`config.mk`:
```
export PLATFORM = sky130hd
export DESIGN_NAME = dataMemory
export DESIGN_NICKNAME = d
export VERILOG_FILES = /design/src/cpuPkg.sv /design/src/dataMemory.sv
export SDC_FILE = /design/constraint.sdc
export NUM_CORES = 2
export LEC_CHECK = 0
export ABC_AREA = 0
export BUFFER_PORTS_ARGS = -buffer_cell sky130_fd_sc_hd__buf_2
export CORE_MARGIN = 5
export CORE_UTILIZATION = 42
export CTS_CLUSTER_DIAMETER = 200
export CTS_CLUSTER_SIZE = 28
export DETAILED_ROUTE_END_ITERATION = 12
export RECOVER_POWER = 50
export SYNTH_ARGS = -nofsm -noshare
export SYNTH_HDL_FRONTEND = slang
export SYNTH_SLANG_ARGS = --single-unit
```
`constraint.sdc`:
```
create_clock -name clk -period 11.85 [get_ports clk]
set_clock_uncertainty 0.2 [all_clocks]
set_input_delay 0.5925 -clock clk [delete_from_list [all_inputs] [get_ports clk]]
set_output_delay 0.5925 -clock clk [all_outputs]
set_load 0.005 [all_outputs]
```
`src/cpuPkg.sv`:
```
package cpuPkg;

	// Bus and storage sizes
	localparam int WordWidth = 16;
	localparam int RegCount = 16;
	localparam int RegAddrWidth = 4;
	localparam int MemDepth = 256;
	localparam int MemAddrWidth = 8;
	localparam int OpWidth = 4;
	localparam int ImmWidth = 8;

	// Instruction fields
	localparam int OpMsb = 15;
	localparam int OpLsb = 12;
	localparam int DstMsb = 11;
	localparam int DstLsb = 8;
	localparam int SrcMsb = 7;
	localparam int SrcLsb = 4;
	localparam int ImmMsb = 7;
	localparam int ImmLsb = 0;

	// Opcodes
	localparam logic [OpWidth-1:0] OpNop = 4'd0;
	localparam logic [OpWidth-1:0] OpAdd = 4'd1;
	localparam logic [OpWidth-1:0] OpSub = 4'd2;
	localparam logic [OpWidth-1:0] OpAnd = 4'd3;
	localparam logic [OpWidth-1:0] OpOr = 4'd4;
	localparam logic [OpWidth-1:0] OpXor = 4'd5;
	localparam logic [OpWidth-1:0] OpShr = 4'd6;
	localparam logic [OpWidth-1:0] OpMov = 4'd7;
	localparam logic [OpWidth-1:0] OpLdi = 4'd8;
	localparam logic [OpWidth-1:0] OpLd = 4'd9;
	localparam logic [OpWidth-1:0] OpSt = 4'd10;
	localparam logic [OpWidth-1:0] OpJmp = 4'd11;
	localparam logic [OpWidth-1:0] OpJz = 4'd12;
	localparam logic [OpWidth-1:0] OpJc = 4'd13;
	localparam logic [OpWidth-1:0] OpJr = 4'd14;
	localparam logic [OpWidth-1:0] OpHalt = 4'd15;

	// Next-PC select
	localparam int NextPcSelWidth = 2;
	localparam logic [NextPcSelWidth-1:0] NextPcIncr = 2'd0;
	localparam logic [NextPcSelWidth-1:0] NextPcImm = 2'd1;
	localparam logic [NextPcSelWidth-1:0] NextPcReg = 2'd2;

	// Sequencer states
	localparam int StateWidth = 2;
	localparam logic [StateWidth-1:0] StateFetch = 2'd0;
	localparam logic [StateWidth-1:0] StateExec = 2'd1;
	localparam logic [StateWidth-1:0] StateHalted = 2'd2;

endpackage

```
`src/dataMemory.sv`:
```
`timescale 1ns/1ps

module dataMemory (
	input  logic clk,
	input  logic [cpuPkg::WordWidth-1:0] cpuAddr,
	input  logic cpuWe,
	input  logic [cpuPkg::WordWidth-1:0] cpuWriteData,
	output logic [cpuPkg::WordWidth-1:0] cpuReadData,
	input  logic loadWe,
	input  logic [cpuPkg::MemAddrWidth-1:0] loadAddr,
	input  logic [cpuPkg::WordWidth-1:0] loadData,
	input  logic [cpuPkg::MemAddrWidth-1:0] peekAddr,
	output logic [cpuPkg::WordWidth-1:0] peekData
);

	logic [cpuPkg::WordWidth-1:0] mem [cpuPkg::MemDepth];
	logic [cpuPkg::MemAddrWidth-1:0] cpuIdx;

	// Upper address bits are ignored
	assign cpuIdx = cpuAddr[cpuPkg::MemAddrWidth-1:0];

	// Processor write has priority over the load port
	always_ff @(posedge clk) begin
		if (cpuWe) begin
			mem[cpuIdx] <= cpuWriteData;
		end else if (loadWe) begin
			mem[loadAddr] <= loadData;
		end
	end

	assign cpuReadData = mem[cpuIdx];
	assign peekData = mem[peekAddr];

endmodule

```
# [After elaboration in Yosys (flattened, before gate mapping)]
# Memories as Yosys holds them, arrays and structs flattened.
# Index checks and enable logic that the tools add are counted.
[classes] n_mux=8 reduce_logical=1
[ops] cell="16-bit 2-to-1 mux" count=1
[ops] cell="16-bit OR reduction" count=1
[ops] cell="8-bit 2-to-1 mux" count=1
[ops] cell="1-bit 2-to-1 mux" count=6
[totals] ramBits=4096 mem_count=1 out_inout_bits=32 elab_cells=10 reg_bits=0
[memory_table] name="mem" depth=256 word_bits=16 read_ports=2 rd_ports_with_merged_regs=0 write_ports=1 line_no="dataMemory.sv:16" rtl="logic [cpuPkg::WordWidth-1:0] mem [cpuPkg::MemDepth];"

# [Longest topological paths before layout]
[logic_depth] word_depth=5 depth_mapped=13 ltp_nobuf=6

# [Worst setup path before layout]
# No wires, ideal clock.
[synth_path] path_kind="input to register" startpoint="in loadWe" endpoint="mem mem[0][10] (netlist name) (data pin)" arrival_ps=4511 required_ps=10827 setup_slack_ps=6316 n_path_buf=2 cell_stages=5 path_cell_list="nor2b_1 -> clkbuf_1 -> buf_1 -> nand2_1 -> nand2_1"
[synth_between] elab_chain_len=5
[synth_lines] item="from (decl)" line_no="dataMemory.sv:9" rtl="input logic loadWe,"
[synth_lines] item="1-bit 2-to-1 mux" line_no="dataMemory.sv:26" rtl="end else if (loadWe) begin"
[synth_lines] item="1-bit 2-to-1 mux" line_no="dataMemory.sv:24" rtl="if (cpuWe) begin"
[synth_lines] item="1-bit 2-to-1 mux (not written as such)" line_no="dataMemory.sv:27" rtl="mem[loadAddr] <= loadData;"
[synth_lines] item="16-bit OR reduction (no line)"
[synth_lines] item="16-bit 2-to-1 mux (no line)"
[synth_lines] item="to (decl)" line_no="dataMemory.sv:16"
# Every way passes these cells.

# [Worst setup path in the final report]
[layout_path] startpoint="in cpuWe" endpoint="mem mem[110][14] (netlist name) (data pin)"
[layout_between] elab_chain_len=4
[layout_lines] item="from (decl)" line_no="dataMemory.sv:6" rtl="input logic cpuWe,"
[layout_lines] item="1-bit 2-to-1 mux" line_no="dataMemory.sv:24"
[layout_lines] item="1-bit 2-to-1 mux (not written as such)" line_no="dataMemory.sv:27"
[layout_lines] item="16-bit OR reduction (no line)"
[layout_lines] item="16-bit 2-to-1 mux (no line)"
# Every way passes these cells.

==> run summary <==
Counting flops with a built-in enable in the synthesized netlist gives 4096. The most used flip-flop cell after synthesis is sky130_fd_sc_hd__edfxtp_1. Pin placement for this block handled 99 I/O pins. The worst pin sits at a relative slew slack of -291%. Data on the critical path is required at its endpoint by 11.78 ns. The wire length of the first global-routing pass is 905 mm. The detail-routed via count per cell is 7.04. The number of warnings issued by yosys is 0. The cell-internal power is 19700 uW. CTS built an H-tree with a depth of 4. The layer flagged by global routing as most heavily used is met2. The share of cells above drive strength 1 is 26.6%. The count of standard-cell rows came out at 248. The number of max-cap violations came out at 63.

After routing, the total negative slack on setup checks comes to 0 ns. The number of nets in the layout is 10.2k. The number of filler instances in the final layout came out at 38.6k. The source of the worst hold timing path is cpuWriteData[10]. The critical path starts at cpuWe. The DRC violation total after the first TritonRoute iteration came out at 17.5k. Ranked by flip-flop count, first place goes to mem. For this run, the top clock speed supported by timing is 0.113 GHz. The maximum number of pins on one net before global-route repair is 197. The worst setup path is of the input port to flop kind.

TritonCTS built the clock tree. The power density over the cells is 128 nW/um^2. The number of synthesized register bits is 4096. After detailed routing, the number of remaining DRC violations is 0. The core footprint came out at 456000 sq um. Setup repair after global routing left no endpoint under its margin. The end of the worst hold path is mem[23][10]. The net switching power is 6480 uW. The net count of the mapped netlist came out at 10.3k. The global router's overall resource usage came out at 27.3%.

The layout overhead on the synthesized area is 6.39%. STA puts the critical path data arrival time at 8.77 ns. The met3 routing resource usage after global routing came out at 7.67%. The share of the clock period used by the worst path after layout came out at 74.6%. The number of clock sinks is 4096.

The final antenna-violating net count came out at 0. The worst hold path depth is 3. The master cell of the clock root buffer is sky130_fd_sc_hd__clkbuf_16. The final reports fail on capacitance limit, slew limit. The buffer count from post-CTS setup fixing is 0. The run finished, with violations left. The routed wire length is 660 mm.

The synthesized instance count came out at 10.2k. Buffers inserted during clock tree synthesis total 168. The final number of hold-violating endpoints came out at 0. The count of buffers inserted at the top-level ports is 90.

The via count of the first global-routing pass is 112k. The share of the synthesized area in the top cell type came out at 64.0%. The static leakage power came out at 0.0615 uW.

For met2 alone, demand over resource in global routing was 40.9%. The met1 track demand over resource in global routing is 36.5%. The type of the worst min-delay path is input port to flop. The number of iterations in the first detailed-routing pass came out at 10. The element type at the critical path end is a flop. STA classifies the critical path startpoint as an input port. The number of gates resized after CTS came out at 0.

The die covers 471000 sq um. The total congestion overflow came out at 0. The number of slew-limit violations in the final report came out at 3994.

The count of hold buffers inserted by post-cts repair came out at 1. The number of flip-flops under the largest register name is 4096. In the final layout, the registers with the most flip-flops are mem (4096). The share of synthesized area occupied by flip-flops and latches is 64.0%. The number of antenna violations at the first check in global routing is 47. Measured along the x axis, the die boundary spans 687 microns. The longest clock path from root to sink contains 4 buffers.

The detailed-route wire length per cell came out at 40.9 microns. Sorting the synthesized cells by area gives the leading types as sky130_fd_sc_hd__edfxtp_1 (64%), sky130_fd_sc_hd__mux4_2 (19%), sky130_fd_sc_hd__mux2i_1 (5.2%). The core utilization of the finished layout is 44.8%. Summed over all instances, the cell type with the most area after synthesis is sky130_fd_sc_hd__edfxtp_1. Per report_power, the clock group accounts for 27.1% of the total.

The relative contribution of combinational cells to total power is 11.1%. The final weighted congestion of routability-driven global placement came out at 0.893. The floorplan step set the die height to 687 microns. The synthesized area came out at 192000 sq um.

Once detailed placement completed, the half-perimeter wirelength came to 409 mm. The post-CTS clock slew at the launch and capture registers of the worst setup and hold paths is 0.11 ns. The number of different library cells used by synthesis comes to 80. Along the worst path, the maximum fanout reaches 85. The switching power share of the total came out at 24.7%. The sequential fraction of design power is 61.8%. The final critical delay including setup and external delays is 8.84 ns. The initial core utilization is 42.1%. At the pin with the least slew margin, the transition time is 5.87 ns.

In the synthesized netlist the async set-or-reset flop fraction comes to 0%. The worst voltage drop across the vdd grid is 0.000131 V. The final number of setup-violating endpoints came out at 0.

The count of vias placed by the detailed router is 114k. The synthesized area per cell came out at 18.8 sq um.
-- kinds of logic (layout without fill, tap and decap cells) --
| kind of cell | count (synthesis) | in the layout | share of synthesized area, % |
|---|---|---|---|
| buffers and inverters | 871 | 759 | 2.74 |
| AO/OA/AOI/OAI | 1637 | 1637 | 6.18 |
| flip-flops | 4096 | 4096 | 64.0 |
| other | 0 | 35 | 0 |
| multiplexers | 2686 | 2686 | 24.7 |
| AND/OR/NAND/NOR | 939 | 939 | 2.38 |
-- how the worst max path moves through the flow --
| stage | end | slack [ns] | cells past startpoint |
|---|---|---|---|
| floorplan | mem[0][10] | 6.32 | 5 |
| detailed placement | peekData[4] | 4.66 | 10 |
| finish | mem[110][14] | 3.01 | 8 |
| global route | mem[104][14] | 2.76 | 8 |
| CTS | peekData[4] | 4.65 | 10 |
| global placement | peekData[4] | 4.70 | 10 |
-- cell type report --
| cell class | instances | area [sq um] | share of cell area, % |
|---|---|---|---|
| inverters | 8 | 65.1 | 0.0318 |
| flip-flops and latches | 4096 | 123000 | 60.1 |
| clock inverters | 7 | 80.1 | 0.0392 |
| well taps | 6000 | 7510 | 3.67 |
| diodes | 35 | 87.6 | 0.0428 |
| repair buffers | 572 | 4270 | 2.09 |
| multi-input cells | 5262 | 65200 | 31.9 |
| clock buffers | 172 | 4300 | 2.10 |
-- power groups by stage --
stage	clock network (uW)	logic, uW	registers, uW
finish	7110	2920	16200
global route	7630	3010	16200
CTS	7180	2880	16100
detailed placement	0	2880	16500
global placement	0	2840	16500
floorplan	0	1730	16600
-- synth_stat cells, types with 10 or more instances --
cell                          n
sky130_fd_sc_hd__nand2_1    163
sky130_fd_sc_hd__nor3_1     122
sky130_fd_sc_hd__clkbuf_8    12
sky130_fd_sc_hd__a22o_1      66
sky130_fd_sc_hd__clkbuf_1   383
sky130_fd_sc_hd__buf_2      154
sky130_fd_sc_hd__a211o_1     15
sky130_fd_sc_hd__buf_4      117
sky130_fd_sc_hd__or3_1       13
sky130_fd_sc_hd__a22oi_1    184
sky130_fd_sc_hd__o21ai_1     15
sky130_fd_sc_hd__mux2i_1   1002
sky130_fd_sc_hd__o21ai_0     97
sky130_fd_sc_hd__a211oi_1    36
sky130_fd_sc_hd__mux2_2      49
sky130_fd_sc_hd__o211ai_1    14
sky130_fd_sc_hd__nand4_1     20
sky130_fd_sc_hd__o32ai_1     22
sky130_fd_sc_hd__a221o_1     10
sky130_fd_sc_hd__nand3_1     69
sky130_fd_sc_hd__buf_1       65
sky130_fd_sc_hd__buf_8       22
sky130_fd_sc_hd__buf_6       87
sky130_fd_sc_hd__nor4_2      14
sky130_fd_sc_hd__o221ai_1   431
sky130_fd_sc_hd__mux4_1      29
sky130_fd_sc_hd__a21oi_1    308
sky130_fd_sc_hd__o22ai_1    247
sky130_fd_sc_hd__nor4_1      40
sky130_fd_sc_hd__a221oi_1    97
sky130_fd_sc_hd__nor2_1     363
sky130_fd_sc_hd__nand2b_1    37
sky130_fd_sc_hd__buf_12      19
sky130_fd_sc_hd__a31oi_1     25
sky130_fd_sc_hd__and2_1      19
sky130_fd_sc_hd__edfxtp_1  4096
sky130_fd_sc_hd__nor4bb_1    10
sky130_fd_sc_hd__mux4_2    1606
sky130_fd_sc_hd__o31ai_1     11
-- critical path, stage by stage --
cell                       delay, ns
sky130_fd_sc_hd__clkbuf_1       0.34
sky130_fd_sc_hd__inv_1          0.13
sky130_fd_sc_hd__nand2_1        0.32
sky130_fd_sc_hd__clkbuf_1       0.74
sky130_fd_sc_hd__nand2_1        0.12
sky130_fd_sc_hd__nand2_1        0.88
sky130_fd_sc_hd__clkbuf_1       2.32
sky130_fd_sc_hd__clkbuf_1       3.10
-- metrics by stage --
stage	setup WS (ns)	instances	hold WS, ns	cell area, sq um	power, uW
final	3.01	16200	0.533	205000	26200
after global routing	2.76	16100	0.580	204000	26900
after CTS	4.65	16100	0.00402	205000	26200
after detailed placement	4.66	15900	0.991	200000	19300
after global placement	4.70	15900	0.986	200000	19300
after floorplan	6.32	10200	1.08	192000	18300
-- layout by cell type (no fill, tap or decap), types with 15 or more instances in the layout --
cell / count
sky130_fd_sc_hd__nor2_1: 137
sky130_fd_sc_hd__nor4_2: 20
sky130_fd_sc_hd__buf_2: 79
sky130_fd_sc_hd__and2_1: 18
sky130_fd_sc_hd__o21ai_1: 21
sky130_fd_sc_hd__a21oi_1: 308
sky130_fd_sc_hd__mux4_1: 29
sky130_fd_sc_hd__a221oi_1: 97
sky130_fd_sc_hd__clkbuf_16: 172
sky130_fd_sc_hd__a22o_1: 66
sky130_fd_sc_hd__a211o_1: 15
sky130_fd_sc_hd__nor4_1: 34
sky130_fd_sc_hd__o22ai_1: 247
sky130_fd_sc_hd__diode_2: 35
sky130_fd_sc_hd__clkbuf_1: 51
sky130_fd_sc_hd__mux2i_1: 1002
sky130_fd_sc_hd__mux4_2: 1606
sky130_fd_sc_hd__nor2_2: 165
sky130_fd_sc_hd__o21ai_0: 92
sky130_fd_sc_hd__buf_12: 27
sky130_fd_sc_hd__nand4_1: 20
sky130_fd_sc_hd__nand2b_1: 34
sky130_fd_sc_hd__nand3_1: 53
sky130_fd_sc_hd__mux2_2: 49
sky130_fd_sc_hd__o221ai_1: 431
sky130_fd_sc_hd__a211oi_1: 35
sky130_fd_sc_hd__nor3_1: 117
sky130_fd_sc_hd__buf_4: 407
sky130_fd_sc_hd__nand2_1: 160
sky130_fd_sc_hd__a22oi_1: 184
sky130_fd_sc_hd__edfxtp_1: 4096
sky130_fd_sc_hd__a31oi_1: 25
sky130_fd_sc_hd__nor2_4: 61
sky130_fd_sc_hd__o32ai_1: 22
-- per-layer routing --
metal / up-vias / wire [microns] / share of wire (%)
li1: 43900 / - / -
met1: 60900 / 240000 / 36
met3: 1287 / 83500 / 13
met5: - / 464 / 0.070
met4: 36 / 40800 / 6.2
met2: 7614 / 295000 / 45
No activity file was read; power rests on OpenSTA's default activity.
