==> config.mk <==
export PLATFORM = sky130hd
export DESIGN_NAME = processor
export DESIGN_NICKNAME = d
export VERILOG_FILES = /design/src/cpuPkg.sv /design/src/registerFile.sv /design/src/alu.sv /design/src/decoder.sv /design/src/processor.sv
export SDC_FILE = /design/constraint.sdc
export NUM_CORES = 1
export LEC_CHECK = 0
export BUFFER_PORTS_ARGS = -buffer_cell sky130_fd_sc_hd__buf_2
export CAP_MARGIN = 10
export CORE_MARGIN = 4
export CORE_UTILIZATION = 27
export DETAILED_ROUTE_END_ITERATION = 10
export GPL_TIMING_DRIVEN = 0
export SYNTH_ARGS = -nofsm -noshare
export SYNTH_HDL_FRONTEND = slang
export SYNTH_SLANG_ARGS = --single-unit
==> constraint.sdc <==
create_clock -name clk -period 11.4 [get_ports clk]
set_clock_uncertainty 0.15 [all_clocks]
set_input_delay 1.14 -clock clk [delete_from_list [all_inputs] [get_ports clk]]
set_output_delay 1.14 -clock clk [all_outputs]
set_load 0.005 [all_outputs]
==> src/cpuPkg.sv <==
package cpuPkg;

	// Bus and storage sizes
	localparam int WordWidth = 16;
	localparam int RegCount = 16;
	localparam int RegAddrWidth = 4;
	localparam int MemDepth = 256;
	localparam int MemAddrWidth = 8;
	localparam int OpWidth = 4;
	localparam int ImmWidth = 8;

	// Instruction fields
	localparam int OpMsb = 15;
	localparam int OpLsb = 12;
	localparam int DstMsb = 11;
	localparam int DstLsb = 8;
	localparam int SrcMsb = 7;
	localparam int SrcLsb = 4;
	localparam int ImmMsb = 7;
	localparam int ImmLsb = 0;

	// Opcodes
	localparam logic [OpWidth-1:0] OpNop = 4'd0;
	localparam logic [OpWidth-1:0] OpAdd = 4'd1;
	localparam logic [OpWidth-1:0] OpSub = 4'd2;
	localparam logic [OpWidth-1:0] OpAnd = 4'd3;
	localparam logic [OpWidth-1:0] OpOr = 4'd4;
	localparam logic [OpWidth-1:0] OpXor = 4'd5;
	localparam logic [OpWidth-1:0] OpShr = 4'd6;
	localparam logic [OpWidth-1:0] OpMov = 4'd7;
	localparam logic [OpWidth-1:0] OpLdi = 4'd8;
	localparam logic [OpWidth-1:0] OpLd = 4'd9;
	localparam logic [OpWidth-1:0] OpSt = 4'd10;
	localparam logic [OpWidth-1:0] OpJmp = 4'd11;
	localparam logic [OpWidth-1:0] OpJz = 4'd12;
	localparam logic [OpWidth-1:0] OpJc = 4'd13;
	localparam logic [OpWidth-1:0] OpJr = 4'd14;
	localparam logic [OpWidth-1:0] OpHalt = 4'd15;

	// Next-PC select
	localparam int NextPcSelWidth = 2;
	localparam logic [NextPcSelWidth-1:0] NextPcIncr = 2'd0;
	localparam logic [NextPcSelWidth-1:0] NextPcImm = 2'd1;
	localparam logic [NextPcSelWidth-1:0] NextPcReg = 2'd2;

	// Sequencer states
	localparam int StateWidth = 2;
	localparam logic [StateWidth-1:0] StateFetch = 2'd0;
	localparam logic [StateWidth-1:0] StateExec = 2'd1;
	localparam logic [StateWidth-1:0] StateHalted = 2'd2;

endpackage

==> src/registerFile.sv <==
`timescale 1ns/1ps

module registerFile (
	input  logic clk,
	input  logic rst,
	input  logic we,
	input  logic [cpuPkg::RegAddrWidth-1:0] writeIdx,
	input  logic [cpuPkg::RegAddrWidth-1:0] dstIdx,
	input  logic [cpuPkg::RegAddrWidth-1:0] srcIdx,
	input  logic [cpuPkg::WordWidth-1:0] writeData,
	output logic [cpuPkg::WordWidth-1:0] dstData,
	output logic [cpuPkg::WordWidth-1:0] srcData
);

	logic [cpuPkg::WordWidth-1:0] regs [cpuPkg::RegCount];

	always_ff @(posedge clk or posedge rst) begin
		if (rst) begin
			for (int i = 0; i < cpuPkg::RegCount; i++) begin
				regs[i] <= '0;
			end
		end else if (we) begin
			regs[writeIdx] <= writeData;
		end
	end

	// Reads see the value before this edge's write
	assign dstData = regs[dstIdx];
	assign srcData = regs[srcIdx];

endmodule

==> src/alu.sv <==
`timescale 1ns/1ps

module alu (
	input  logic clk,
	input  logic rst,
	input  logic [cpuPkg::OpWidth-1:0] op,
	input  logic [cpuPkg::WordWidth-1:0] a,
	input  logic [cpuPkg::WordWidth-1:0] b,
	input  logic flagWe,
	output logic [cpuPkg::WordWidth-1:0] result,
	output logic carry,
	output logic zero
);

	logic [cpuPkg::WordWidth:0] sum;
	logic [cpuPkg::WordWidth:0] diff;
	logic nextCarry;

	// Extra top bit holds carry-out or borrow
	assign sum = {1'b0, a} + {1'b0, b};
	assign diff = {1'b0, a} - {1'b0, b};

	always_comb begin
		result = b;
		nextCarry = 1'b0;
		case (op)
			cpuPkg::OpAdd: begin
				result = sum[cpuPkg::WordWidth-1:0];
				nextCarry = sum[cpuPkg::WordWidth];
			end
			cpuPkg::OpSub: begin
				result = diff[cpuPkg::WordWidth-1:0];
				nextCarry = diff[cpuPkg::WordWidth];
			end
			cpuPkg::OpAnd: begin
				result = a & b;
			end
			cpuPkg::OpOr: begin
				result = a | b;
			end
			cpuPkg::OpXor: begin
				result = a ^ b;
			end
			cpuPkg::OpShr: begin
				result = b >> 1;
				nextCarry = b[0];
			end
			cpuPkg::OpMov: begin
				result = b;
			end
			default: begin
				result = b;
			end
		endcase
	end

	// Flags change only on the decoder's request
	always_ff @(posedge clk or posedge rst) begin
		if (rst) begin
			carry <= 1'b0;
			zero <= 1'b0;
		end else if (flagWe) begin
			carry <= nextCarry;
			zero <= (result == '0);
		end
	end

endmodule

==> src/decoder.sv <==
`timescale 1ns/1ps

module decoder (
	input  logic [cpuPkg::WordWidth-1:0] instr,
	input  logic execStrobe,
	input  logic carry,
	input  logic zero,
	output logic [cpuPkg::OpWidth-1:0] aluOp,
	output logic [cpuPkg::RegAddrWidth-1:0] dstIdx,
	output logic [cpuPkg::RegAddrWidth-1:0] srcIdx,
	output logic [cpuPkg::WordWidth-1:0] instrData,
	output logic regWe,
	output logic memWe,
	output logic flagWe,
	output logic immSel,
	output logic memSel,
	output logic halt,
	output logic [cpuPkg::NextPcSelWidth-1:0] nextPcSel
);

	logic [cpuPkg::OpWidth-1:0] opcode;
	logic regCond;
	logic memCond;
	logic flagCond;
	logic haltCond;

	assign opcode = instr[cpuPkg::OpMsb:cpuPkg::OpLsb];
	assign aluOp = opcode;
	assign dstIdx = instr[cpuPkg::DstMsb:cpuPkg::DstLsb];
	assign srcIdx = instr[cpuPkg::SrcMsb:cpuPkg::SrcLsb];
	assign instrData = {{(cpuPkg::WordWidth - cpuPkg::ImmWidth){1'b0}},
		instr[cpuPkg::ImmMsb:cpuPkg::ImmLsb]};

	always_comb begin
		regCond = 1'b0;
		memCond = 1'b0;
		flagCond = 1'b0;
		haltCond = 1'b0;
		immSel = 1'b0;
		memSel = 1'b0;
		nextPcSel = cpuPkg::NextPcIncr;
		case (opcode)
			cpuPkg::OpNop: begin
			end
			cpuPkg::OpAdd, cpuPkg::OpSub, cpuPkg::OpAnd,
			cpuPkg::OpOr, cpuPkg::OpXor, cpuPkg::OpShr: begin
				regCond = 1'b1;
				flagCond = 1'b1;
			end
			cpuPkg::OpMov: begin
				regCond = 1'b1;
			end
			cpuPkg::OpLdi: begin
				regCond = 1'b1;
				immSel = 1'b1;
			end
			cpuPkg::OpLd: begin
				regCond = 1'b1;
				memSel = 1'b1;
			end
			cpuPkg::OpSt: begin
				memCond = 1'b1;
			end
			cpuPkg::OpJmp: begin
				nextPcSel = cpuPkg::NextPcImm;
			end
			// Conditional jumps fall through to pc+1 when the flag is clear
			cpuPkg::OpJz: begin
				if (zero) begin
					nextPcSel = cpuPkg::NextPcImm;
				end
			end
			cpuPkg::OpJc: begin
				if (carry) begin
					nextPcSel = cpuPkg::NextPcImm;
				end
			end
			cpuPkg::OpJr: begin
				nextPcSel = cpuPkg::NextPcReg;
			end
			cpuPkg::OpHalt: begin
				haltCond = 1'b1;
			end
			default: begin
			end
		endcase
	end

	// Side effects only in the execute cycle
	assign regWe = regCond & execStrobe;
	assign memWe = memCond & execStrobe;
	assign flagWe = flagCond & execStrobe;
	assign halt = haltCond & execStrobe;

endmodule

==> src/processor.sv <==
`timescale 1ns/1ps

module processor (
	input  logic clk,
	input  logic rst,
	input  logic [cpuPkg::WordWidth-1:0] readData,
	output logic [cpuPkg::WordWidth-1:0] addrBus,
	output logic [cpuPkg::WordWidth-1:0] writeData,
	output logic memWe,
	output logic halted
);

	logic [cpuPkg::StateWidth-1:0] state;
	logic [cpuPkg::WordWidth-1:0] pc;
	logic [cpuPkg::WordWidth-1:0] nextPc;
	logic [cpuPkg::WordWidth-1:0] instr;
	logic execStrobe;

	logic [cpuPkg::OpWidth-1:0] aluOp;
	logic [cpuPkg::RegAddrWidth-1:0] dstIdx;
	logic [cpuPkg::RegAddrWidth-1:0] srcIdx;
	logic [cpuPkg::WordWidth-1:0] dstData;
	logic [cpuPkg::WordWidth-1:0] srcData;
	logic [cpuPkg::WordWidth-1:0] instrData;
	logic [cpuPkg::WordWidth-1:0] aluResult;
	logic [cpuPkg::WordWidth-1:0] writeBack;
	logic [cpuPkg::NextPcSelWidth-1:0] nextPcSel;
	logic regWe;
	logic flagWe;
	logic immSel;
	logic memSel;
	logic halt;
	logic carry;
	logic zero;

	registerFile regFile_i (
		.clk(clk),
		.rst(rst),
		.we(regWe),
		.writeIdx(dstIdx),
		.dstIdx(dstIdx),
		.srcIdx(srcIdx),
		.writeData(writeBack),
		.dstData(dstData),
		.srcData(srcData)
	);

	alu alu_i (
		.clk(clk),
		.rst(rst),
		.op(aluOp),
		.a(dstData),
		.b(srcData),
		.flagWe(flagWe),
		.result(aluResult),
		.carry(carry),
		.zero(zero)
	);

	decoder decoder_i (
		.instr(instr),
		.execStrobe(execStrobe),
		.carry(carry),
		.zero(zero),
		.aluOp(aluOp),
		.dstIdx(dstIdx),
		.srcIdx(srcIdx),
		.instrData(instrData),
		.regWe(regWe),
		.memWe(memWe),
		.flagWe(flagWe),
		.immSel(immSel),
		.memSel(memSel),
		.halt(halt),
		.nextPcSel(nextPcSel)
	);

	always_comb begin
		case (nextPcSel)
			cpuPkg::NextPcImm: nextPc = instrData;
			cpuPkg::NextPcReg: nextPc = srcData;
			default: nextPc = pc + 1'b1;
		endcase
	end

	// Data address only while executing LD or ST
	assign addrBus = memWe ? dstData : ((execStrobe && memSel) ? srcData : pc);
	assign writeData = srcData;
	assign writeBack = immSel ? instrData : (memSel ? readData : aluResult);
	assign halted = (state == cpuPkg::StateHalted);

	always_ff @(posedge clk or posedge rst) begin
		if (rst) begin
			state <= cpuPkg::StateFetch;
			pc <= '0;
			execStrobe <= 1'b0;
		end else begin
			execStrobe <= 1'b0;
			case (state)
				cpuPkg::StateFetch: begin
					execStrobe <= 1'b1;
					state <= cpuPkg::StateExec;
				end
				cpuPkg::StateExec: begin
					if (halt) begin
						state <= cpuPkg::StateHalted;
					end else begin
						pc <= nextPc;
						state <= cpuPkg::StateFetch;
					end
				end
				default: begin
				end
			endcase
		end
	end

	always_ff @(posedge clk) begin
		if (state == cpuPkg::StateFetch) begin
			instr <= readData;
		end
	end

endmodule

=== Word-level counts from Yosys, hierarchy flattened ===
Index checks and enable logic that the tools add are counted.

* Output and inout port bits: 34
* Bits in registers: 293
* Bits in latches: 0
* Input bits: 18
* Memory bits (writable): 0
* Logic and storage cells: 93
* Memories kept: 0
* Bits in read-only memories: 0

* Magnitude comparators: 3
* Multiplexer cells: 28
* Add/sub/neg operators: 3
* Reduce and logical (&&, ||, !) cells: 8
* Bitwise gates (word level): 10
* Multipliers: 0
* Shift-type cells: 0
* Equal/unequal tests: 19
* Divide/modulo/power cells: 0

{| class="wikitable"
|+ Operators by type and width
! cell !! number
|-
| $bwmux 256 || 1
|-
| $mux 16 || 9
|-
| $bmux 16 s4 || 2
|-
| $pmux 16 s6 || 1
|-
| $demux 16 s4 || 1
|-
| $eq 4x4->1 const B || 8
|-
| $pmux 16 s2 || 1
|-
| $add 16x16->17 || 1
|-
| $sub 16x16->17 || 1
|-
| $add 16x1->16 const B || 1
|-
| $and 16x16->16 || 1
|-
| $eq 4x3->1 const B || 4
|-
| $logic_not 16->1 || 1
|-
| $or 16x16->16 || 1
|-
| $xor 16x16->16 || 1
|-
| $ge 5x5->1 const B || 2
|-
| $not 4->5 || 2
|-
| $mux 1 || 9
|-
| $reduce_or 9->1 || 1
|-
| $eq 4x2->1 const B || 2
|-
| $pmux 2 s4 || 1
|-
| $reduce_or 6->1 || 1
|-
| $lt 5x1->1 const B || 1
|-
| $and 1x1->1 || 4
|-
| other kinds (11) || 14
|}

=== Longest topological paths before layout ===
Gate-level depths: netlist of run 1.

* Word-level depth: 9
* Depth in mapped cells: 21

=== Hierarchy ===
A second synthesis of run 1 with hierarchy kept.

* Cells, all modules: 1624
* Area total of the unflattened synthesis: 19442.4 µm²

{| class="wikitable"
|+ Modules (own cells, without submodules)
! module !! area an instance (µm²) !! cells each !! times used
|-
| registerFile || 13487.9 || 852 || 1
|-
| alu || 3146.8 || 462 || 1
|-
| processor || 2446.1 || 261 || 1
|-
| decoder || 361.6 || 49 || 1
|}

=== Worst setup path before layout of run 1 ===
OpenSTA, ideal clock, no wires.

* Path type: register to register
* Start: register instr[8] in the netlist's numbering
* End: register regFile_i.regs[109] in the netlist's numbering
* Cell stages (with the launch flop): 19
* Setup time: 65 ps
* Data required time: 11185 ps
* Data arrival time: 5099 ps
* Period minus slack after synthesis: 5314 ps
* Path buffers: 5
* Path slack: 6086 ps
* Cells stage by stage: edfxtp_1 clkbuf_1 clkbuf_1 buf_1 mux4_2 mux4_2 inv_1 ha_1 clkbuf_1 nor4_1 nand2_1 o21ai_1 o21ai_0 a21o_1 o221ai_1 a21oi_1 a211oi_1 clkbuf_1 mux2_2

* Cells in the longest elaborated chain, start to end: 9
* Elaborated cells between the ends (all ways): 18
* Those cells by class: 2 x add/sub; 2 x order compare; 9 x mux; 4 x bitwise; 1 x reduce/logical

{| class="wikitable"
|+ RTL lines
! item !! RTL line !! text
|-
| from (decl) || processor.sv:16 || <nowiki>logic [cpuPkg::WordWidth-1:0] instr;</nowiki>
|-
| from (signal assigned) || processor.sv:120 || <nowiki>instr <= readData;</nowiki>
|-
| $not 4->5 (implied by the code) (*) || registerFile.sv:23, registerFile.sv:28 ||
|-
| $bmux 16 s4 || registerFile.sv:28 || <nowiki>assign dstData = regs[dstIdx];</nowiki>
|-
| $mux 16 (implied by the code) (2 in a row) || registerFile.sv:28 ||
|-
| $sub 16x16->17, or another cell as far along || alu.sv:21 || <nowiki>assign diff = {1'b0, a} - {1'b0, b};</nowiki>
|-
| $pmux 16 s6 || alu.sv:26 || <nowiki>case (op)</nowiki>
|-
| $mux 16 (2 in a row) || processor.sv:89 || <nowiki>assign writeBack = immSel ? instrData : (memSel ? readData : aluResult);</nowiki>
|-
| $bwmux 256 (*) || registerFile.sv:23 || <nowiki>regs[writeIdx] <= writeData;</nowiki>
|-
| to (signal, indexed assignment) || registerFile.sv:23 ||
|-
| to (decl) || registerFile.sv:15 || <nowiki>logic [cpuPkg::WordWidth-1:0] regs [cpuPkg::RegCount];</nowiki>
|}

Mark *: on every way between the ends. The rest lies on a longest branch, timed or not. The select of a mux whose other input is x is not followed.
A chain may end at the register's enable or synchronous reset.

=== Final worst setup path of run 1 ===
* Start: register instr[7] in the netlist's numbering
* End: register regFile_i.regs[186] in the netlist's numbering

* Cells in the longest elaborated chain, start to end: 9
* Elaborated cells between the ends (all ways): 13
* Those cells by class: 2 x add/sub; 7 x mux; 4 x bitwise

{| class="wikitable"
|+ RTL lines
! item !! RTL line !! text
|-
| $not 4->5 (implied by the code) (*) || registerFile.sv:29 || <nowiki>assign srcData = regs[srcIdx];</nowiki>
|-
| $bmux 16 s4 (*) || registerFile.sv:29 ||
|-
| $mux 16 (implied by the code) (*) (2 in a row) || registerFile.sv:29 ||
|-
| $sub 16x16->17, or another cell as far along || alu.sv:21 ||
|-
| $pmux 16 s6 (*) || alu.sv:26 ||
|-
| $mux 16 (*) (2 in a row) || processor.sv:89 ||
|-
| $bwmux 256 (*) || registerFile.sv:23 ||
|}

Marked as above.

==> metrics.txt, run 1 <==
status=completed; Worst Path Required=11.75 ns; I/O pins=52; Syn Nets=1771; Vias per Instance=5.66; Setup CP Type=reg2reg; max_cap viols=0; Worst-path clk slew=0.06 ns; hpwl dp=52500 um; die width=273 um; period utilization=65.5%; GR Util All Layers=18.8%; RSZ-0062 raised after global routing=no; FF+latch count, synth=293; hold depth=2; crit path max fanout=10; CP max stage delay=1.07 ns; core region area=69100 um^2; Post-CTS Setup Bufs=0; fin crit period=7.47 ns; Synth Instances=1698; register area share after synthesis=39.2%; total gr overflow=0; min-delay worst type=reg2reg; Peak Freq=134 MHz; crit start category=flip-flop; max_slew headroom=15.2%; worst r2r src=instr[7]; CTS tree=done; largest net degree at the start of global routing=124; Worst Hold Path EP=regFile_i.regs[147]; final wirelength=71500 um; CTS Buffer Depth=3; area grow syn2layout=14.4%; Post-Syn Area per Cell=11.1 um^2; number of hold buffers added after CTS=0; most common cell after layout, fill and taps aside=dfrtp_1; share of cells above drive strength 1=25.7%; TritonCTS Buffers=35; n_diodes=0; Util after Layout=31.3%; Final Setup Violations=0; Netlist cell types=90; Synth async-reset ratio=94.5%; FP Rows=96; # DRC=0; clk sinks=293; post-DR wirelength/cell=26.0 um; clock root cell=clkbuf_16; final antenna-violating net count=0; H-Tree Depth=2; crit end category=flip-flop; final hold violations=0; Cell Area, Synth=18900 um^2; synth warn=0; Slew Limit Fails=0; most frequent cells in the layout=dfrtp_1 (277), mux2_2 (168), nor2_1 (149); IO Port Bufs=51; Post-synth EDFFs=16; height of the chip=273 um; met3 routed WL=7750 um; Worst Path Arrival=7.82 ns; HP Start=regFile_i.regs[147]; initial antenna violation count=2; reg2reg end=regFile_i.regs[186]; CP delay by family, top=compound AO/OA/AOI/OAI gates; r2r setup slk=3.93 ns; post-route setup TNS=0 ns; WL met2=31300 um; PostCTS Resize Cnt=0; highest metal used=met5; drt pass-1 iters=5; Main synth FF type=dfrtp_1; actual slew at the worst max-slew pin=1.26 ns; number of global-route vias before repair=15.3k; Nets=1869; Crit path buffers/inverters=5; Reg2Reg Depth=16; Metal-1 WL=29700 um; Iteration-0 DRC Markers=1868; Via Count=15.6k; first-pass GRT wire length=105000 um; gpl congestion=0.932; DIE AREA=74400 um^2; Clock Latency Late Sink=0.56 ns; slowest CP cell=a211oi_1; starting density of the core=27.4%; crit-path cells=buf_4 > inv_1 > clkbuf_1 > o21ai_0 > mux2i_1 > inv_1 > ha_1 > nor2b_1 > o2111ai_1 > a311o_1 > and2_1 > a211oi_1 > o21a_1 > a211oi_1 > clkbuf_1 > mux2_2
routing by layer:
layer / global-route usage, % / vias up
met5: 0 / -
met4: 7.09 / 2
met3: 5.14 / 165
met2: 28.5 / 874
met1: 25.8 / 7969
li1: - / 6557
through the flow:
| stage | hold slack [ns] | std cells | worst slack [ns] | area, um^2 |
|---|---|---|---|---|
| floorplan | 0.301 | 1698 | 2.47 | 18900 |
| global placement | 0.332 | 2680 | -0.499 | 20300 |
| detailed placement | 0.333 | 2687 | 4.31 | 20500 |
| CTS | 0.348 | 2748 | 4.25 | 21600 |
| global route | 0.365 | 2751 | 3.87 | 21600 |
| finish | 0.354 | 2751 | 3.93 | 21600 |
kinds of logic (layout without fill, tap and decap cells):
logic type	after synthesis	count (layout)	share of synthesized area (%)
fa+ha+maj	55	55	3.72
buf+inv	201	323	4.90
flops	293	293	39.2
simple gates	412	412	10.1
compound gates	370	370	12.6
xor+xnor	6	6	0.278
mux	361	361	29.1
layout make-up:
class	instances	area (um^2)
flip-flops and latches	293	7410
plain buffers	143	709
fillers	7010	47400
clock inverters	8	83.8
clock buffers	53	1050
multi-input cells	1204	10600
inverters	58	225
well taps	931	1160
repair buffers	61	415
cell usage after synthesis (all sizes together), types with 12 or more instances:
master	count	share of area, %
a211oi	24	0.98
a21oi	117	3.1
a221oi	15	0.79
a22oi	21	0.83
and3	12	0.40
buf	42	1.6
clkbuf	101	2.1
dfrtp	277	37
edfxtp	16	2.5
ha	53	3.5
inv	58	1.2
mux2	168	10
mux2i	60	3.2
mux4	133	16
nand2	110	2.2
nand2b	13	0.43
nand3	35	0.95
nor2	150	3.0
nor2b	16	0.53
nor3	19	0.50
o21ai	98	2.6
worst max-delay path by stage:
stage / slack [ns] / cells past startpoint / startpoint / end
after floorplan: 2.47 / 1 / rst / alu_i.carry
after global placement: -0.50 / 2 / rst / regFile_i.regs[123]
after detailed placement: 4.31 / 18 / instr[7] / regFile_i.regs[14]
after CTS: 4.25 / 16 / instr[7] / regFile_i.regs[186]
after global routing: 3.87 / 19 / instr[8] / regFile_i.regs[174]
final: 3.93 / 16 / instr[7] / regFile_i.regs[186]
tightest hold or removal path, cell delays in order, from the launching register on:
cell and delay [ns]:
dfrtp_1 0.35, nand2_1 0.05, o21ai_0 0.07
state kept, by name, indices dropped and copies added, names as in the netlist:
name / count
execStrobe: 1
regFile_i.regs: 256
state: 2
alu_i.zero: 1
alu_i.carry: 1
instr: 16
pc: 16
Power of run 1 is left out: the tool's default activity adds up to more than one toggle a clock period on the data nets, which glitch-free logic cannot reach.
==> run 2: changes to the inputs <==
==> constraint.sdc (replaced) <==
create_clock -name clk -period 6.98 [get_ports clk]
set_clock_uncertainty 0.15 [all_clocks]
set_input_delay 0.698 -clock clk [delete_from_list [all_inputs] [get_ports clk]]
set_output_delay 0.698 -clock clk [all_outputs]
set_load 0.005 [all_outputs]
==> metrics.txt, run 2 (synthesized netlist as in run 1, its figures left out) <==
r2r setup slk=0.08 ns; Clock Latency Late Sink=0.57 ns; clock root cell=clkbuf_16; Largest Register=regFile_i.regs; post-route cell area=21800 um^2; most frequent cells in the layout=dfrtp_1 (277), mux2_2 (168), nor2_1 (148); Reg2Reg Depth=17; hpwl dp=53000 um; min-delay worst type=in2async; I/O pins=52; Slew Limit Fails=0; period utilization=98.8%; Regs by FF count=regFile_i.regs x256, instr x16, pc x16; # fillers=6956; Worst-path clk slew=0.07 ns; reg2reg end=regFile_i.regs[243]; starting density of the core=27.4%; Nets=1872; fin crit period=6.90 ns; Iteration-0 DRC Markers=1985; CTS tree=done; max_cap viols=0; share of cells above drive strength 1=26.8%; Final Setup Violations=0; Worst Setup SP=instr[7]; most common cell after layout, fill and taps aside=dfrtp_1; area grow syn2layout=15.3%; final antenna-violating net count=0; Worst Path Required=7.24 ns; status=completed; Setup crit end=regFile_i.regs[243]; Worst Path Arrival=7.16 ns; gpl congestion=0.941; TritonCTS Buffers=35; total gr overflow=0; sequential standard cell area=7410 um^2; final hold violations=0; crit end category=flip-flop; first-pass GRT wire length=105000 um; largest net degree at the start of global routing=44; Setup CP Type=reg2reg; number of global-route vias before repair=15.3k; RSZ-0062 raised after global routing=no; Peak Freq=145 MHz; drt pass-1 iters=6; initial antenna violation count=1; number of hold buffers added after CTS=0; worst r2r src=instr[7]; post-route setup TNS=0 ns; actual slew at the worst max-slew pin=1.32 ns; # DRC=0; Largest register FFs=256; DIE AREA=74400 um^2; IO Port Bufs=51; Via Count=15.6k; height of the chip=273 um; final wirelength=72000 um; H-Tree Depth=2; CTS Buffer Depth=3; Vias per Instance=5.64; GR Util All Layers=19.0%; FP Rows=96; clk sinks=293; max_slew headroom=12.2%; area occupied by multi-input gates=10600 um^2; crit path max fanout=10; crit start category=flip-flop; post-DR wirelength/cell=26.1 um; DP Area=20600 um^2; core region area=69100 um^2; die width=273 um
-- run 2: cell types whose count changed in the layout (fill, tap and decap cells not counted), moves of 3 or more --
cell / change
clkbuf_8: +3
clkbuf_1: -8
a21oi_2: +3
a21oi_1: -3
clkbuf_2: +5
buf_12: +6
clkinv_2: +3
-- run 2: per-layer routing --
| layer | wire length [um] | up-vias | GRT usage [%] |
|---|---|---|---|
| li1 | - | 6565 | - |
| met1 | 29900 | 7974 | 25.6 |
| met2 | 31600 | 845 | 29.0 |
| met3 | 7460 | 181 | 5.55 |
| met4 | 2980 | 2 | 6.96 |
| met5 | 13 | - | 0 |
-- run 2: repair_timing --
action                                  4_1_cts  5_1_grt
resized for setup                             3       11
endpoints found under the setup margin       40       66
buffers inserted                              0        0
-- run 2: critical path, cell delays in order (launching register included) --
cell and delay, ns:
edfxtp_1 0.55, buf_4 0.28, inv_1 0.17, clkbuf_1 0.84, o21ai_0 0.53, mux2i_2 0.66, inv_1 0.15, ha_1 0.45
inv_1 0.12, a21oi_1 0.25, o22ai_1 0.11, o31ai_1 0.53, nand4_1 0.24, nand2b_1 0.21, o221a_2 0.24, a21oi_1 0.69
clkbuf_1 0.43, a21oi_1 0.14
-- run 2: final cells by class --
class                   instances  share of cell area (%)
diodes                          1                  0.0115
plain buffers                 143                    3.28
clock buffers                  49                    4.67
clock inverters                15                   0.786
inverters                      58                    1.02
multi-input cells            1204                    48.6
flip-flops and latches        293                    34.0
well taps                     931                    5.34
repair buffers                 64                    2.28
-- run 2: stage by stage --
step           hold slack [ns]  worst slack, ns  std cells  util (%)
2_1_floorplan            0.301             1.67       1698         -
3_3_place_gp             0.324            -1.04       2680      29.5
3_5_place_dp             0.340           -0.126       2691      29.8
4_1_cts                  0.126           0.0101       2755      31.5
5_1_grt                  0.161           0.0675       2757      31.6
6_report                 0.127           0.0848       2758      31.6
-- run 2: how the worst min path moves through the flow --
stage               slack [ns]             endpoint        start
floorplan                 0.30           alu_i.zero   alu_i.zero
global placement          0.32           alu_i.zero   alu_i.zero
detailed placement        0.34          alu_i.carry  alu_i.carry
CTS                       0.13  regFile_i.regs[115]          rst
global route              0.16  regFile_i.regs[115]          rst
finish                    0.13   regFile_i.regs[99]          rst
Power of run 2 is left out for the same reason.
==> run 3: changes to the inputs <==
--- a/config.mk
+++ b/config.mk
@@ -6,11 +6,11 @@
 export NUM_CORES = 1
 export LEC_CHECK = 0
 export BUFFER_PORTS_ARGS = -buffer_cell sky130_fd_sc_hd__buf_2
-export CAP_MARGIN = 10
 export CORE_MARGIN = 4
 export CORE_UTILIZATION = 27
 export DETAILED_ROUTE_END_ITERATION = 10
 export GPL_TIMING_DRIVEN = 0
+export MAX_ROUTING_LAYER = met4
 export SYNTH_ARGS = -nofsm -noshare
 export SYNTH_HDL_FRONTEND = slang
 export SYNTH_SLANG_ARGS = --single-unit
==> metrics.txt, run 3 (synthesized netlist as in run 1, its figures left out) <==
core region area=69100 um^2; Crit path buffers/inverters=5; Final Setup Violations=0; final wirelength=72700 um; Metal-1 WL=29700 um; total gr overflow=0; WHS=0.0229 ns; GR Util All Layers=19.7%; max_cap viols=0; number of global-route vias before repair=15.4k; drt pass-1 iters=6; clock root cell=clkbuf_16; Worst-path clk slew=0.06 ns; highest metal used=met4; fin crit period=6.94 ns; Nets=1866; post-route cell area=21700 um^2; Iteration-0 DRC Markers=2044; min-delay worst type=in2async; WL met2=32100 um; share of cells above drive strength 1=26.6%; CTS tree=done; Clock Latency Late Sink=0.57 ns; Largest Register=regFile_i.regs; most frequent cells in the layout=dfrtp_1 (277), mux2_2 (168), nor2_1 (148); CTS Buffer Depth=3; hpwl dp=53500 um; first-pass GRT wire length=106000 um; CP delay by family, top=compound AO/OA/AOI/OAI gates; RSZ-0062 raised after global routing=no; max_slew headroom=9.37%; TritonCTS Buffers=34; H-Tree Depth=2; post-route setup slack=0.0440 ns; status=completed; Slew Limit Fails=0; die width=273 um; gpl congestion=0.942; FP Rows=96; I/O pins=52; Setup WS pre-CTS=-1.11 ns; final hold violations=0; clk sinks=293; Peak Freq=144 MHz; Setup CP Type=reg2reg; Worst Path Arrival=7.29 ns; most common cell after layout, fill and taps aside=dfrtp_1; Largest register FFs=256; DP Area=20500 um^2; slowest CP cell=clkbuf_1; Via Count=15.6k; area grow syn2layout=14.8%; height of the chip=273 um; CP max stage delay=0.83 ns; # DRC=0; Post-CTS Setup Bufs=0; Vias per Instance=5.66; crit-path cells=buf_4 > inv_1 > clkbuf_1 > o21ai_0 > mux2i_2 > inv_1 > ha_1 > nand3_1 > o2111ai_1 > o2111a_1 > nor2_1 > o21ai_0 > a221o_1 > a21oi_1 > a211oi_2 > clkbuf_1 > mux2_2; period utilization=99.4%; starting density of the core=27.4%; DIE AREA=74400 um^2; crit end category=flip-flop; met3 routed WL=7690 um; Regs by FF count=regFile_i.regs x256, instr x16, pc x16; final antenna-violating net count=0; Worst Path Required=7.33 ns; post-DR wirelength/cell=26.4 um; largest net degree at the start of global routing=44; actual slew at the worst max-slew pin=1.36 ns; crit path max fanout=10; IO Port Bufs=51; # fillers=6968; crit start category=flip-flop; initial antenna violation count=0
## run 3: stage by stage
step	TNS [ns]	cells	utilization (%)
floorplan	0	1698	-
finish	0	2751	31.5
detailed placement	-57.44	2688	29.7
CTS	0	2750	31.4
global route	0	2750	31.4
global placement	-50.45	2680	29.5
## run 3: layout make-up
cell class	count	area, um^2	share of cell area (%)
clock buffer	50	991	4.56
sequential	293	7410	34.1
inverter	58	221	1.02
tap	931	1160	5.36
clock inverter	12	163	0.749
buffer	143	742	3.42
multi-input combinational	1204	10600	48.9
timing repair buffer	59	410	1.89
antenna	1	2.50	0.0115
## run 3: path summary, 6_finish.rpt
kind / startpoint / slack, ns / cells after the start / end
max: instr[7] / 0.04 / 17 / regFile_i.regs[173]
min: rst / 0.02 / 2 / regFile_i.regs[195]
max reg2reg: instr[7] / 0.04 / 17 / regFile_i.regs[173]
min reg2reg: regFile_i.regs[20] / 0.36 / 2 / regFile_i.regs[20]
max in group asynchronous: rst / 5.25 / 6 / regFile_i.regs[27]
min in group clk: readData[0] / 0.19 / 1 / instr[0]
## run 3: repair_timing
item                                   4_1_cts  5_1_grt
hold buffers                                 0        0
endpoints found under the hold margin        0        0
gates resized for setup                     12       17
pin swaps                                    0        0
setup endpoints to repair                  131       74
## run 3: metal layers
| layer | global-route usage [%] | up-vias |
|---|---|---|
| li1 | - | 6543 |
| met1 | 25.8 | 7909 |
| met2 | 29.2 | 896 |
| met3 | 5.41 | 216 |
| met4 | 7.41 | 0 |
| met5 | - | - |
Power of run 3 is left out for the same reason.
